## config.mk

```make
export PLATFORM = sky130hd
export DESIGN_NAME = tag_stream_top
export DESIGN_NICKNAME = d
export VERILOG_FILES = /design/src/verilog/tag_pkg.sv /design/src/verilog/tag_broadcast.sv /design/src/verilog/tag_channel_counter.sv /design/src/verilog/tag_capture_buffer.sv /design/src/verilog/tag_apb_regs.sv /design/src/verilog/tag_stream_top.sv
export SDC_FILE = /design/constraint.sdc
export NUM_CORES = 2
export LEC_CHECK = 0
export ABC_AREA = 1
export BUFFER_PORTS_ARGS = -buffer_cell sky130_fd_sc_hd__buf_2
export CAP_MARGIN = 20
export CELL_PAD_IN_SITES_DETAIL_PLACEMENT = 0
export CELL_PAD_IN_SITES_GLOBAL_PLACEMENT = 1
export CORE_UTILIZATION = 50
export DETAILED_ROUTE_END_ITERATION = 7
export GPL_TIMING_DRIVEN = 0
export PLACE_DENSITY_LB_ADDON = 0.1
export SLEW_MARGIN = 10
export SYNTH_ARGS = -nofsm -noshare
export SYNTH_HDL_FRONTEND = slang
export SYNTH_HIERARCHICAL = 1
export SYNTH_SLANG_ARGS = --single-unit
export TNS_END_PERCENT = 20
```

## constraint.sdc

```tcl
create_clock -name s_axis -period 21.1 [get_ports s_axis]
set_clock_uncertainty 0.2 [all_clocks]
set_input_delay 1.055 -clock s_axis [delete_from_list [all_inputs] [get_ports s_axis]]
set_output_delay 1.055 -clock s_axis [all_outputs]
set_load 0.05 [all_outputs]
```

## src/verilog/tag_pkg.sv

```systemverilog
package tag_pkg;

    // lanes carried by one stream beat
    localparam int word_width = 4;
    // tag time resolution matches the acquisition front end
    localparam int time_width = 64;
    // channel is signed, positive for rising edges and negative for falling edges
    localparam int channel_width = 6;

    // forward half of a stream beat, tready travels back as a plain bit
    typedef struct packed {
        logic                                      tvalid;
        logic [word_width-1:0][time_width-1:0]     tagtime;
        // element selects of a packed array are unsigned, so users apply $signed
        logic [word_width-1:0][channel_width-1:0]  channel;
        logic [word_width-1:0]                     tkeep;
        // no tag older than this can still arrive, even when tkeep is zero
        logic [time_width-1:0]                     lowest_time_bound;
    } tag_beat_t;

    // a single event as it sits in the capture FIFO
    typedef struct packed {
        logic [time_width-1:0]    tagtime;
        logic [channel_width-1:0] channel;
    } tag_event_t;

    typedef struct packed {
        logic        psel;
        logic        penable;
        logic        pwrite;
        logic [11:0] paddr;
        logic [31:0] pwdata;
    } apb_req_t;

    typedef struct packed {
        logic [31:0] prdata;
        logic        pready;
        logic        pslverr;
    } apb_rsp_t;

    // capture buffer waits for a beat, then hands its lanes out one per cycle
    typedef enum logic {
        cap_idle,
        cap_split
    } capture_state_t;

    // register map, byte offsets on the APB
    localparam logic [11:0] reg_ctrl        = 12'h000;
    localparam logic [11:0] reg_status      = 12'h004;
    localparam logic [11:0] reg_buf_time_lo = 12'h008;
    localparam logic [11:0] reg_buf_time_hi = 12'h00C;
    localparam logic [11:0] reg_buf_channel = 12'h010;
    localparam logic [11:0] reg_buf_pop     = 12'h014;
    localparam logic [11:0] reg_ltb_lo      = 12'h018;
    localparam logic [11:0] reg_ltb_hi      = 12'h01C;
    // one word per channel starting here, channel 1 first
    localparam logic [11:0] reg_count_base  = 12'h040;

endpackage

```

## src/verilog/tag_broadcast.sv

```systemverilog
`timescale 1ns/1ps

module tag_broadcast #(
    parameter int fanout = 2
) (
    input  logic                                  s_axis,
    input  logic                                  rst,
    input  tag_pkg::tag_beat_t                    tag_in,
    output logic                                  tag_in_ready,
    output tag_pkg::tag_beat_t [fanout-1:0]       tag_out,
    input  logic [fanout-1:0]                     tag_out_ready
);

    // one bit per consumer, set once that consumer has taken the current beat
    logic [fanout-1:0] consumed;
    // consumers that take the beat in this very cycle
    logic [fanout-1:0] taken;
    logic              accept;

    // upstream may advance once nobody still needs the beat
    assign tag_in_ready = &(consumed | tag_out_ready);
    assign accept = tag_in.tvalid & tag_in_ready;

    always_comb begin
        for (int i = 0; i < fanout; i++) begin
            // the payload is shared, only the valid flag differs per consumer
            tag_out[i] = tag_in;
            // a consumer that already has the beat must not see it a second time
            tag_out[i].tvalid = tag_in.tvalid & ~consumed[i];
            taken[i] = tag_out[i].tvalid & tag_out_ready[i];
        end
    end

    // only a real handshake marks a consumer as done
    // a consumer that is merely ready while tvalid is low must still see the next beat
    always_ff @(posedge s_axis) begin
        if (rst) begin
            consumed <= '0;
        end else if (accept) begin
            // the beat leaves, so every consumer starts fresh on the next one
            consumed <= '0;
        end else begin
            consumed <= consumed | taken;
        end
    end

endmodule

```

## src/verilog/tag_channel_counter.sv

```systemverilog
`timescale 1ns/1ps

module tag_channel_counter #(
    parameter int num_channels = 8
) (
    input  logic                                s_axis,
    input  logic                                rst,
    input  tag_pkg::tag_beat_t                  tag_in,
    output logic                                tag_in_ready,
    input  logic                                clear,
    output logic [num_channels-1:0][31:0]       counts,
    output logic [tag_pkg::time_width-1:0]      lowest_time_bound
);

    // wide enough for every lane of one beat hitting the same channel
    localparam int inc_width = $clog2(tag_pkg::word_width + 1);

    logic                                   ready_q;
    logic                                   accept;
    logic [num_channels-1:0][inc_width-1:0] incr;

    // the counter never stalls, ready only drops while in reset
    assign tag_in_ready = ready_q;
    assign accept = tag_in.tvalid & ready_q;

    // per channel, count the kept lanes that carry its rising edge
    always_comb begin
        for (int c = 0; c < num_channels; c++) begin
            incr[c] = '0;
            for (int lane = 0; lane < tag_pkg::word_width; lane++) begin
                // falling edges are negative and never equal a channel number here
                // zero and channels past num_channels find no counter either
                if (tag_in.tkeep[lane] && ($signed(tag_in.channel[lane]) == c + 1)) begin
                    incr[c] = incr[c] + 1'b1;
                end
            end
        end
    end

    always_ff @(posedge s_axis) begin
        if (rst) begin
            ready_q           <= 1'b0;
            counts            <= '0;
            lowest_time_bound <= '0;
        end else begin
            ready_q <= 1'b1;
            // a clear in the same cycle as a beat drops that beat's events
            if (clear) begin
                counts <= '0;
            end else if (accept) begin
                for (int c = 0; c < num_channels; c++) begin
                    counts[c] <= counts[c] + 32'(incr[c]);
                end
            end
            // the bound follows every beat, empty beats included
            if (accept) begin
                lowest_time_bound <= tag_in.lowest_time_bound;
            end
        end
    end

endmodule

```

## src/verilog/tag_capture_buffer.sv

```systemverilog
`timescale 1ns/1ps

module tag_capture_buffer #(
    parameter int fifo_depth = 8
) (
    input  logic                s_axis,
    input  logic                rst,
    input  tag_pkg::tag_beat_t  tag_in,
    output logic                tag_in_ready,
    input  logic                pop,
    output tag_pkg::tag_event_t head,
    output logic [7:0]          level
);

    localparam int ptr_width  = (fifo_depth > 1) ? $clog2(fifo_depth) : 1;
    localparam int lane_width = $clog2(tag_pkg::word_width);

    tag_pkg::capture_state_t state;
    logic                    active;
    logic                    accept;

    // copy of the beat being split, lanes are consumed from remaining
    logic [tag_pkg::word_width-1:0][tag_pkg::time_width-1:0]    beat_time;
    logic [tag_pkg::word_width-1:0][tag_pkg::channel_width-1:0] beat_channel;
    logic [tag_pkg::word_width-1:0]                             remaining;
    logic [tag_pkg::word_width-1:0]                             lane_mask;
    logic [lane_width-1:0]                                      lane;

    tag_pkg::tag_event_t mem [fifo_depth];
    logic [ptr_width-1:0] wr_ptr;
    logic [ptr_width-1:0] rd_ptr;
    logic [7:0]           count;
    logic                 full;
    logic                 push;
    logic                 do_pop;

    function automatic logic [ptr_width-1:0] next_ptr(input logic [ptr_width-1:0] p);
        // wrap by compare so depths that are not a power of two work as well
        if (p == ptr_width'(fifo_depth - 1)) begin
            return '0;
        end
        return p + 1'b1;
    endfunction

    // active keeps ready low through reset without gating the output by rst
    assign tag_in_ready = active & (state == tag_pkg::cap_idle);
    assign accept = tag_in.tvalid & tag_in_ready;

    // lowest remaining lane goes first, so events leave in ascending lane order
    always_comb begin
        lane = '0;
        for (int i = tag_pkg::word_width - 1; i >= 0; i--) begin
            if (remaining[i]) begin
                lane = lane_width'(i);
            end
        end
        lane_mask = tag_pkg::word_width'(1) << lane;
    end

    assign full   = (count == fifo_depth);
    assign push   = (state == tag_pkg::cap_split) & ~full;
    // popping an empty FIFO is ignored
    assign do_pop = pop & (count != 8'd0);

    always_ff @(posedge s_axis) begin
        if (rst) begin
            state  <= tag_pkg::cap_idle;
            active <= 1'b0;
        end else begin
            active <= 1'b1;
            case (state)
                tag_pkg::cap_idle: begin
                    // an empty keep mask only carries the time bound, nothing to queue
                    if (accept && (tag_in.tkeep != '0)) begin
                        state <= tag_pkg::cap_split;
                    end
                end
                tag_pkg::cap_split: begin
                    // a full FIFO holds us here, which backs up the whole stream
                    if (push && ((remaining & ~lane_mask) == '0)) begin
                        state <= tag_pkg::cap_idle;
                    end
                end
                default: state <= tag_pkg::cap_idle;
            endcase
        end
    end

    always_ff @(posedge s_axis) begin
        if (accept) begin
            beat_time    <= tag_in.tagtime;
            beat_channel <= tag_in.channel;
            remaining    <= tag_in.tkeep;
        end else if (push) begin
            remaining <= remaining & ~lane_mask;
        end
    end

    always_ff @(posedge s_axis) begin
        if (push) begin
            mem[wr_ptr] <= '{tagtime: beat_time[lane], channel: beat_channel[lane]};
        end
    end

    always_ff @(posedge s_axis) begin
        if (rst) begin
            wr_ptr <= '0;
            rd_ptr <= '0;
            count  <= '0;
        end else begin
            if (push) begin
                wr_ptr <= next_ptr(wr_ptr);
            end
            if (do_pop) begin
                rd_ptr <= next_ptr(rd_ptr);
            end
            // push and pop together leave the level unchanged
            count <= count + {7'd0, push} - {7'd0, do_pop};
        end
    end

    assign head  = mem[rd_ptr];
    assign level = count;

endmodule

```

## src/verilog/tag_apb_regs.sv

```systemverilog
`timescale 1ns/1ps

module tag_apb_regs #(
    parameter int num_channels = 8
) (
    input  logic                            s_axis,
    input  logic                            rst,
    input  tag_pkg::apb_req_t               apb_req,
    output tag_pkg::apb_rsp_t               apb_rsp,
    output logic                            clear,
    output logic                            pop,
    input  logic [num_channels-1:0][31:0]   counts,
    input  logic [tag_pkg::time_width-1:0]  lowest_time_bound,
    input  tag_pkg::tag_event_t             head,
    input  logic [7:0]                      level
);

    // word index of the first count register
    localparam logic [9:0] count_word = tag_pkg::reg_count_base[11:2];

    logic        setup_q;
    logic        phase;
    logic        err;
    logic        ok;
    logic [11:0] addr;
    logic [9:0]  cnt_index;
    logic        cnt_hit;
    logic        buf_empty;
    logic        mapped;
    logic        read_only;
    logic        buf_reg;
    logic [31:0] rdata;

    // remember the setup phase so an access phase without one is rejected
    always_ff @(posedge s_axis) begin
        if (rst) begin
            setup_q <= 1'b0;
        end else begin
            setup_q <= apb_req.psel & ~apb_req.penable;
        end
    end

    assign addr      = apb_req.paddr;
    assign phase     = apb_req.psel & apb_req.penable;
    assign buf_empty = (level == 8'd0);

    // count registers sit on word boundaries from the base, one per channel
    assign cnt_index = addr[11:2] - count_word;
    assign cnt_hit   = (addr >= tag_pkg::reg_count_base) && (addr[1:0] == 2'b00) &&
                       (cnt_index < num_channels);

    always_comb begin
        rdata     = '0;
        mapped    = 1'b1;
        read_only = 1'b1;
        buf_reg   = 1'b0;
        case (addr)
            // control and pop are write strobes and read back as zero
            tag_pkg::reg_ctrl: begin
                read_only = 1'b0;
            end
            tag_pkg::reg_buf_pop: begin
                read_only = 1'b0;
            end
            tag_pkg::reg_status: begin
                rdata = {24'd0, level};
            end
            tag_pkg::reg_buf_time_lo: begin
                rdata   = head.tagtime[31:0];
                buf_reg = 1'b1;
            end
            tag_pkg::reg_buf_time_hi: begin
                rdata   = head.tagtime[63:32];
                buf_reg = 1'b1;
            end
            tag_pkg::reg_buf_channel: begin
                // raw two's complement bits, software sign extends if it cares
                rdata   = {26'd0, head.channel};
                buf_reg = 1'b1;
            end
            tag_pkg::reg_ltb_lo: begin
                rdata = lowest_time_bound[31:0];
            end
            tag_pkg::reg_ltb_hi: begin
                rdata = lowest_time_bound[63:32];
            end
            default: begin
                if (cnt_hit) begin
                    rdata = counts[cnt_index];
                end else begin
                    mapped = 1'b0;
                end
            end
        endcase
    end

    // the head of an empty FIFO holds stale data, so reading it is an error
    assign err = phase & (~setup_q | ~mapped | (~apb_req.pwrite & buf_reg & buf_empty) |
                          (apb_req.pwrite & read_only));
    assign ok  = phase & setup_q & ~err;

    // strobes last exactly the access phase, no wait states are inserted
    assign clear = ok & apb_req.pwrite & (addr == tag_pkg::reg_ctrl) & apb_req.pwdata[0];
    // a pop write on an empty FIFO completes but does nothing
    assign pop   = ok & apb_req.pwrite & (addr == tag_pkg::reg_buf_pop) & ~buf_empty;

    assign apb_rsp = '{prdata: rdata, pready: phase, pslverr: err};

endmodule

```

## src/verilog/tag_stream_top.sv

```systemverilog
`timescale 1ns/1ps

module tag_stream_top #(
    parameter int num_channels = 8,
    parameter int fifo_depth   = 8
) (
    input  logic               s_axis,
    input  logic               rst,
    input  tag_pkg::tag_beat_t tag_in,
    output logic               tag_in_ready,
    input  tag_pkg::apb_req_t  apb_req,
    output tag_pkg::apb_rsp_t  apb_rsp
);

    // consumer 0 is the counter, consumer 1 the capture buffer
    tag_pkg::tag_beat_t [1:0]               bc_beat;
    logic [1:0]                             bc_ready;

    logic [num_channels-1:0][31:0]          counts;
    logic [tag_pkg::time_width-1:0]         lowest_time_bound;
    tag_pkg::tag_event_t                    head;
    logic [7:0]                             level;
    logic                                   clear;
    logic                                   pop;

    // a full capture FIFO stalls the input through here as well
    tag_broadcast #(
        .fanout(2)
    ) u_broadcast (
        .s_axis       (s_axis),
        .rst          (rst),
        .tag_in       (tag_in),
        .tag_in_ready (tag_in_ready),
        .tag_out      (bc_beat),
        .tag_out_ready(bc_ready)
    );

    tag_channel_counter #(
        .num_channels(num_channels)
    ) u_counter (
        .s_axis           (s_axis),
        .rst              (rst),
        .tag_in           (bc_beat[0]),
        .tag_in_ready     (bc_ready[0]),
        .clear            (clear),
        .counts           (counts),
        .lowest_time_bound(lowest_time_bound)
    );

    tag_capture_buffer #(
        .fifo_depth(fifo_depth)
    ) u_capture (
        .s_axis      (s_axis),
        .rst         (rst),
        .tag_in      (bc_beat[1]),
        .tag_in_ready(bc_ready[1]),
        .pop         (pop),
        .head        (head),
        .level       (level)
    );

    // software side, reads both consumers and drives their control strobes
    tag_apb_regs #(
        .num_channels(num_channels)
    ) u_regs (
        .s_axis           (s_axis),
        .rst              (rst),
        .apb_req          (apb_req),
        .apb_rsp          (apb_rsp),
        .clear            (clear),
        .pop              (pop),
        .counts           (counts),
        .lowest_time_bound(lowest_time_bound),
        .head             (head),
        .level            (level)
    );

endmodule

```

Yosys cells after proc, flatten, opt, wreduce, memory -nomap -nowiden:

Memories as Yosys holds them, arrays and structs flattened. A register that Yosys moved wholly into a read port is not among the register bits.
Cells that the tools add are included.

* memories kept: 1
* bits in registers: 623
* memory bits (writable): 560
* logic and storage cells: 265
* bits of input ports: 398
* output and inout port bits: 35

Memories
* u_capture.mem: depth 8, bits a word 70, rd ports 1, clocked after memory_dff 1, wr ports 1, line tag_capture_buffer.sv:29 `tag_pkg::tag_event_t mem [fifo_depth];`

* bitwise logic cells: 38
* $add $sub $neg: 37
* mux-type cells: 68
* $lt $le $gt $ge: 4
* eq/ne operators: 42
* shift-type cells: 1
* reduce and logical (&&, ||, !) cells: 49

Operator list (number)
* $add 32x3->32: 8
* $pmux 32 s7: 1
* $bmux 64 s2: 1
* $bmux 32 s3: 1
* $eq 6x4->1 const B: 16
* $mux 3: 30
* $mux 32: 2
* $mux 64: 1
* $add 3x1->3 const B: 18
* $eq 12x5->1 const B: 4
* $eq 6x3->1 const B: 8
* $logic_and 1x1->1: 36
* $eq 12x4->1 const B: 2
* $eq 6x2->1 const B: 4
* $eq 6x5->1 const B: 4
* $mux 1: 23
* $and 1x1->1: 21
* $lt 10x4->1 const B: 2
* $add 1x1->2 const B: 8
* $bmux 6 s2: 1
* $eq 12x3->1 const B: 1
* $ge 12x7->1 const B: 1
* $logic_not 12->1: 1
* $not 1->1: 10
* 25 further kinds: 35

Longest topological paths before layout:

* depth in word-level cells: 21
* mapped depth: 27
* mapped depth without buffers: 26

Modules after synthesis:

Netlist, hierarchy kept.

By module, submodules not included
* tag_capture_buffer: cells each 2792, area each 34136.5 µm², sequential area each 25724.7 µm², instances 1
* tag_channel_counter: cells each 2851, area each 18183.7 µm², sequential area each 6426.2 µm², instances 1
* tag_broadcast: cells each 715, area each 5336.4 µm², sequential area each 40.0 µm², instances 1
* tag_apb_regs: cells each 759, area each 3532.1 µm², sequential area each 20.0 µm², instances 1

Worst setup path before layout:

No wires, ideal clock.

* path type: in2reg
* start point: input port tag_in[348] (netlist bit)
* end point: register u_capture/remaining[0] (netlist bit), enable pin
* stages on the path: 5
* setup time: 0.357 ns
* arrival time: 13.225 ns
* path buffers: 0
* path slack: 7.318 ns
* required time: 20.543 ns
* cell sequence: inv_1 -> nor2_1 -> nor3b_2 -> inv_1 -> nand2_1

RTL lines
* start, declared: line tag_stream_top.sv:9 `input tag_pkg::tag_beat_t tag_in,`
* end signal, assigned: line tag_capture_buffer.sv:93 `remaining <= tag_in.tkeep;`
* end signal, assigned: line tag_capture_buffer.sv:95 `remaining <= remaining & ~lane_mask;`
* end, declared: line tag_capture_buffer.sv:25 `logic [tag_pkg::word_width-1:0] remaining;`

==> results.md <==
- Unrepaired setup endpoints after global routing: false
- Most used cell, CP: nand2_1
- Crit path required time: 19.85 ns
- Critical path, cell by cell: buf_2, buf_2, clkbuf_1, nor2_1, o21ai_1, o21ai_1, nand2_1, nand2_1, nand2_1, nand2_1, a21oi_1, nand3b_1, buf_2
- H-tree level count: 4
- CORE AREA: about 120000 um2
- Status: finished, final reports clean
- Most frequent cells in the layout: 1318 x nand2_1, 1127 x nor2_1, 844 x edfxtp_1
- CTS Sinks: 1187
- Fmax: between 150 and 200 MHz
- Worst path bufs/invs: 4
- Vias per cell: roughly 5.5
- Drt pass-1 iters: 6
- Drc violations: 0
- Grt ovf: 0
- Std-Cell Rows: about 130
- Synthesized area per cell: a little under 9 um2
- HPWL after detailed placement: about 140000 um
- Clk slew on worst S/H paths: approximately 0.060 ns
- Finish-stage setup viols: 0
- Crit-path leading delay family: buffers and inverters
- VDD IR max: 0.0000704 V
- Non-Filler Instances: slightly below 9000
- Max_slew headroom: 0.191
- Setup Crit Path Kind: reg -> out
- Setup repair bufs after CTS: 0
- Yosys warns: 6
- IO Pins: between 400 and 500
- Setup crit start kind: flip-flop
- Largest net degree at the start of global routing: 31
- Cells after Synth: 6797
- Clk Latency, worst-skew pair: 0.75 ns
- Iter 0 DRT Violations: between 5000 and 6000
- Pins Over Slew Limit: 0
- CTS Buf Count: between 100 and 150
- Crit path DAT: between 4 and 5 ns
- CTS hold repair buffers: 0
- Tot Pwr: around 5.4 mW
- Detail Route Antenna Nets: 0
- Routed WL: ~190000 um
- HP Class: in -> reg
- Initial antenna violation count: 18
- Crit-path max FO: 10
- Final worst slack: 15.75 ns
- Final hold vios: 0
- Cts repair resizes: 0
- Min cycle time layout: between 5 and 6 ns
- Dpl cells: 8415
- Placer Congestion: about 1.0
- Global-route wire length before repair: ~280000 um
- Commonest non-fill, non-tap cell in the layout: nand2_1
- CP endpoint kind: output port
- Pre-CTS setup slack: 15.79 ns
- Critical-path top delay cell: clkbuf_1
- Min Hold Slack: about 0.28 ns
- CTS tree: built
- Tcrit/Tclk final: 0.254
- Cell leakage power: between 20 and 30 nW
- Setup TNS: 0 ns
- I/O Buffers: 52
- Mapped Area: a little under 60000 um2
- Root buffer cell: clkbuf_16
- Worst Max-Slew Pin Slew: 1.21 ns
- Drt wl/cell: roughly 22 um
- Clk buf depth: 3
- Crit-path max cell delay: 0.49 ns
- Starting Density: 0.505
- Vias in the first global route: about 43000
- Die height: 345 um
- Die ar.: ~120000 um2
- Pwr/cell area: 82.4 nW/um2
- Layout area overhead: 12.5%
- Tot GR Track Use: 0.318
- Share of layout cells above drive strength 1: 0.125
- Syn nets: approximately 7300
- Routed vias: approximately 47000
- Max_cap viols: 0
- Final net count: about 7500
- Die X: approximately 340 um
-- report_power, final --
| group | total [mW] | switching (mW) | leakage (nW) | internal, mW |
|---|---|---|---|---|
| combinational | 0.504 | 0.354 | 13.9 | 0.150 |
| clock | 2.30 | 0.966 | 2.10 | 1.34 |
| sequential | 2.64 | 0.0248 | 10.5 | 2.62 |
-- stage by stage --
stage,utilization,area (um2)
6_report,0.569,66200
5_1_grt,0.568,66100
4_1_cts,0.568,66100
3_5_place_dp,0.531,61800
3_3_place_gp,0.524,61000
2_1_floorplan,-,58800
-- registers in the layout (all words and copies together) (netlist names), named ones only --
name and count:
u_capture/state 1, u_counter/counts 256, u_capture/beat_time 256, u_counter/tag_in_ready 1
u_counter/lowest_time_bound 64, u_regs/setup_q 1, u_capture/rd_ptr 3, u_capture/mem 560
u_broadcast/consumed 2, u_capture/beat_channel 24, u_capture/level 8, u_capture/wr_ptr 3
u_capture/remaining 4, u_capture/active 1
-- layout make-up --
type | instances | area [um2]
fillers | 10482 | 50200
flip-flops and latches | 1187 | 32200
multi-input cells | 4270 | 19900
plain buffers | 640 | 4080
clock buffers | 175 | 3610
inverters | 700 | 2630
well taps | 1524 | 1910
repair buffers | 94 | 1050
clock inverters | 66 | 718
diodes | 5 | 12.5
-- layer usage --
layer | GRT usage | vias to the layer above | wire [um] | share of wire
met3 | 0.0807 | 299 | 22300 | 0.12
met5 | 0 | - | 79 | 0.00041
met1 | 0.467 | 22371 | 83800 | 0.44
met4 | 0.0891 | 12 | 5310 | 0.028
li1 | - | 22493 | - | -
met2 | 0.464 | 2275 | 80300 | 0.42
-- final timing paths --
path / from / slack, ns / endpoint / cells past startpoint
worst min-delay path: tag_in[286] / 0.28 / u_capture/beat_time[194] / 1
worst max register to register: u_capture/remaining[2] / 17.16 / u_capture/mem[7][66] / 9
worst max-delay path: flip-flop / 15.75 / apb_rsp[9] / 13
worst min register to register: u_counter/lowest_time_bound[52] / 0.28 / u_counter/lowest_time_bound[52] / 2
No activity file was read; power rests on OpenSTA's default activity.
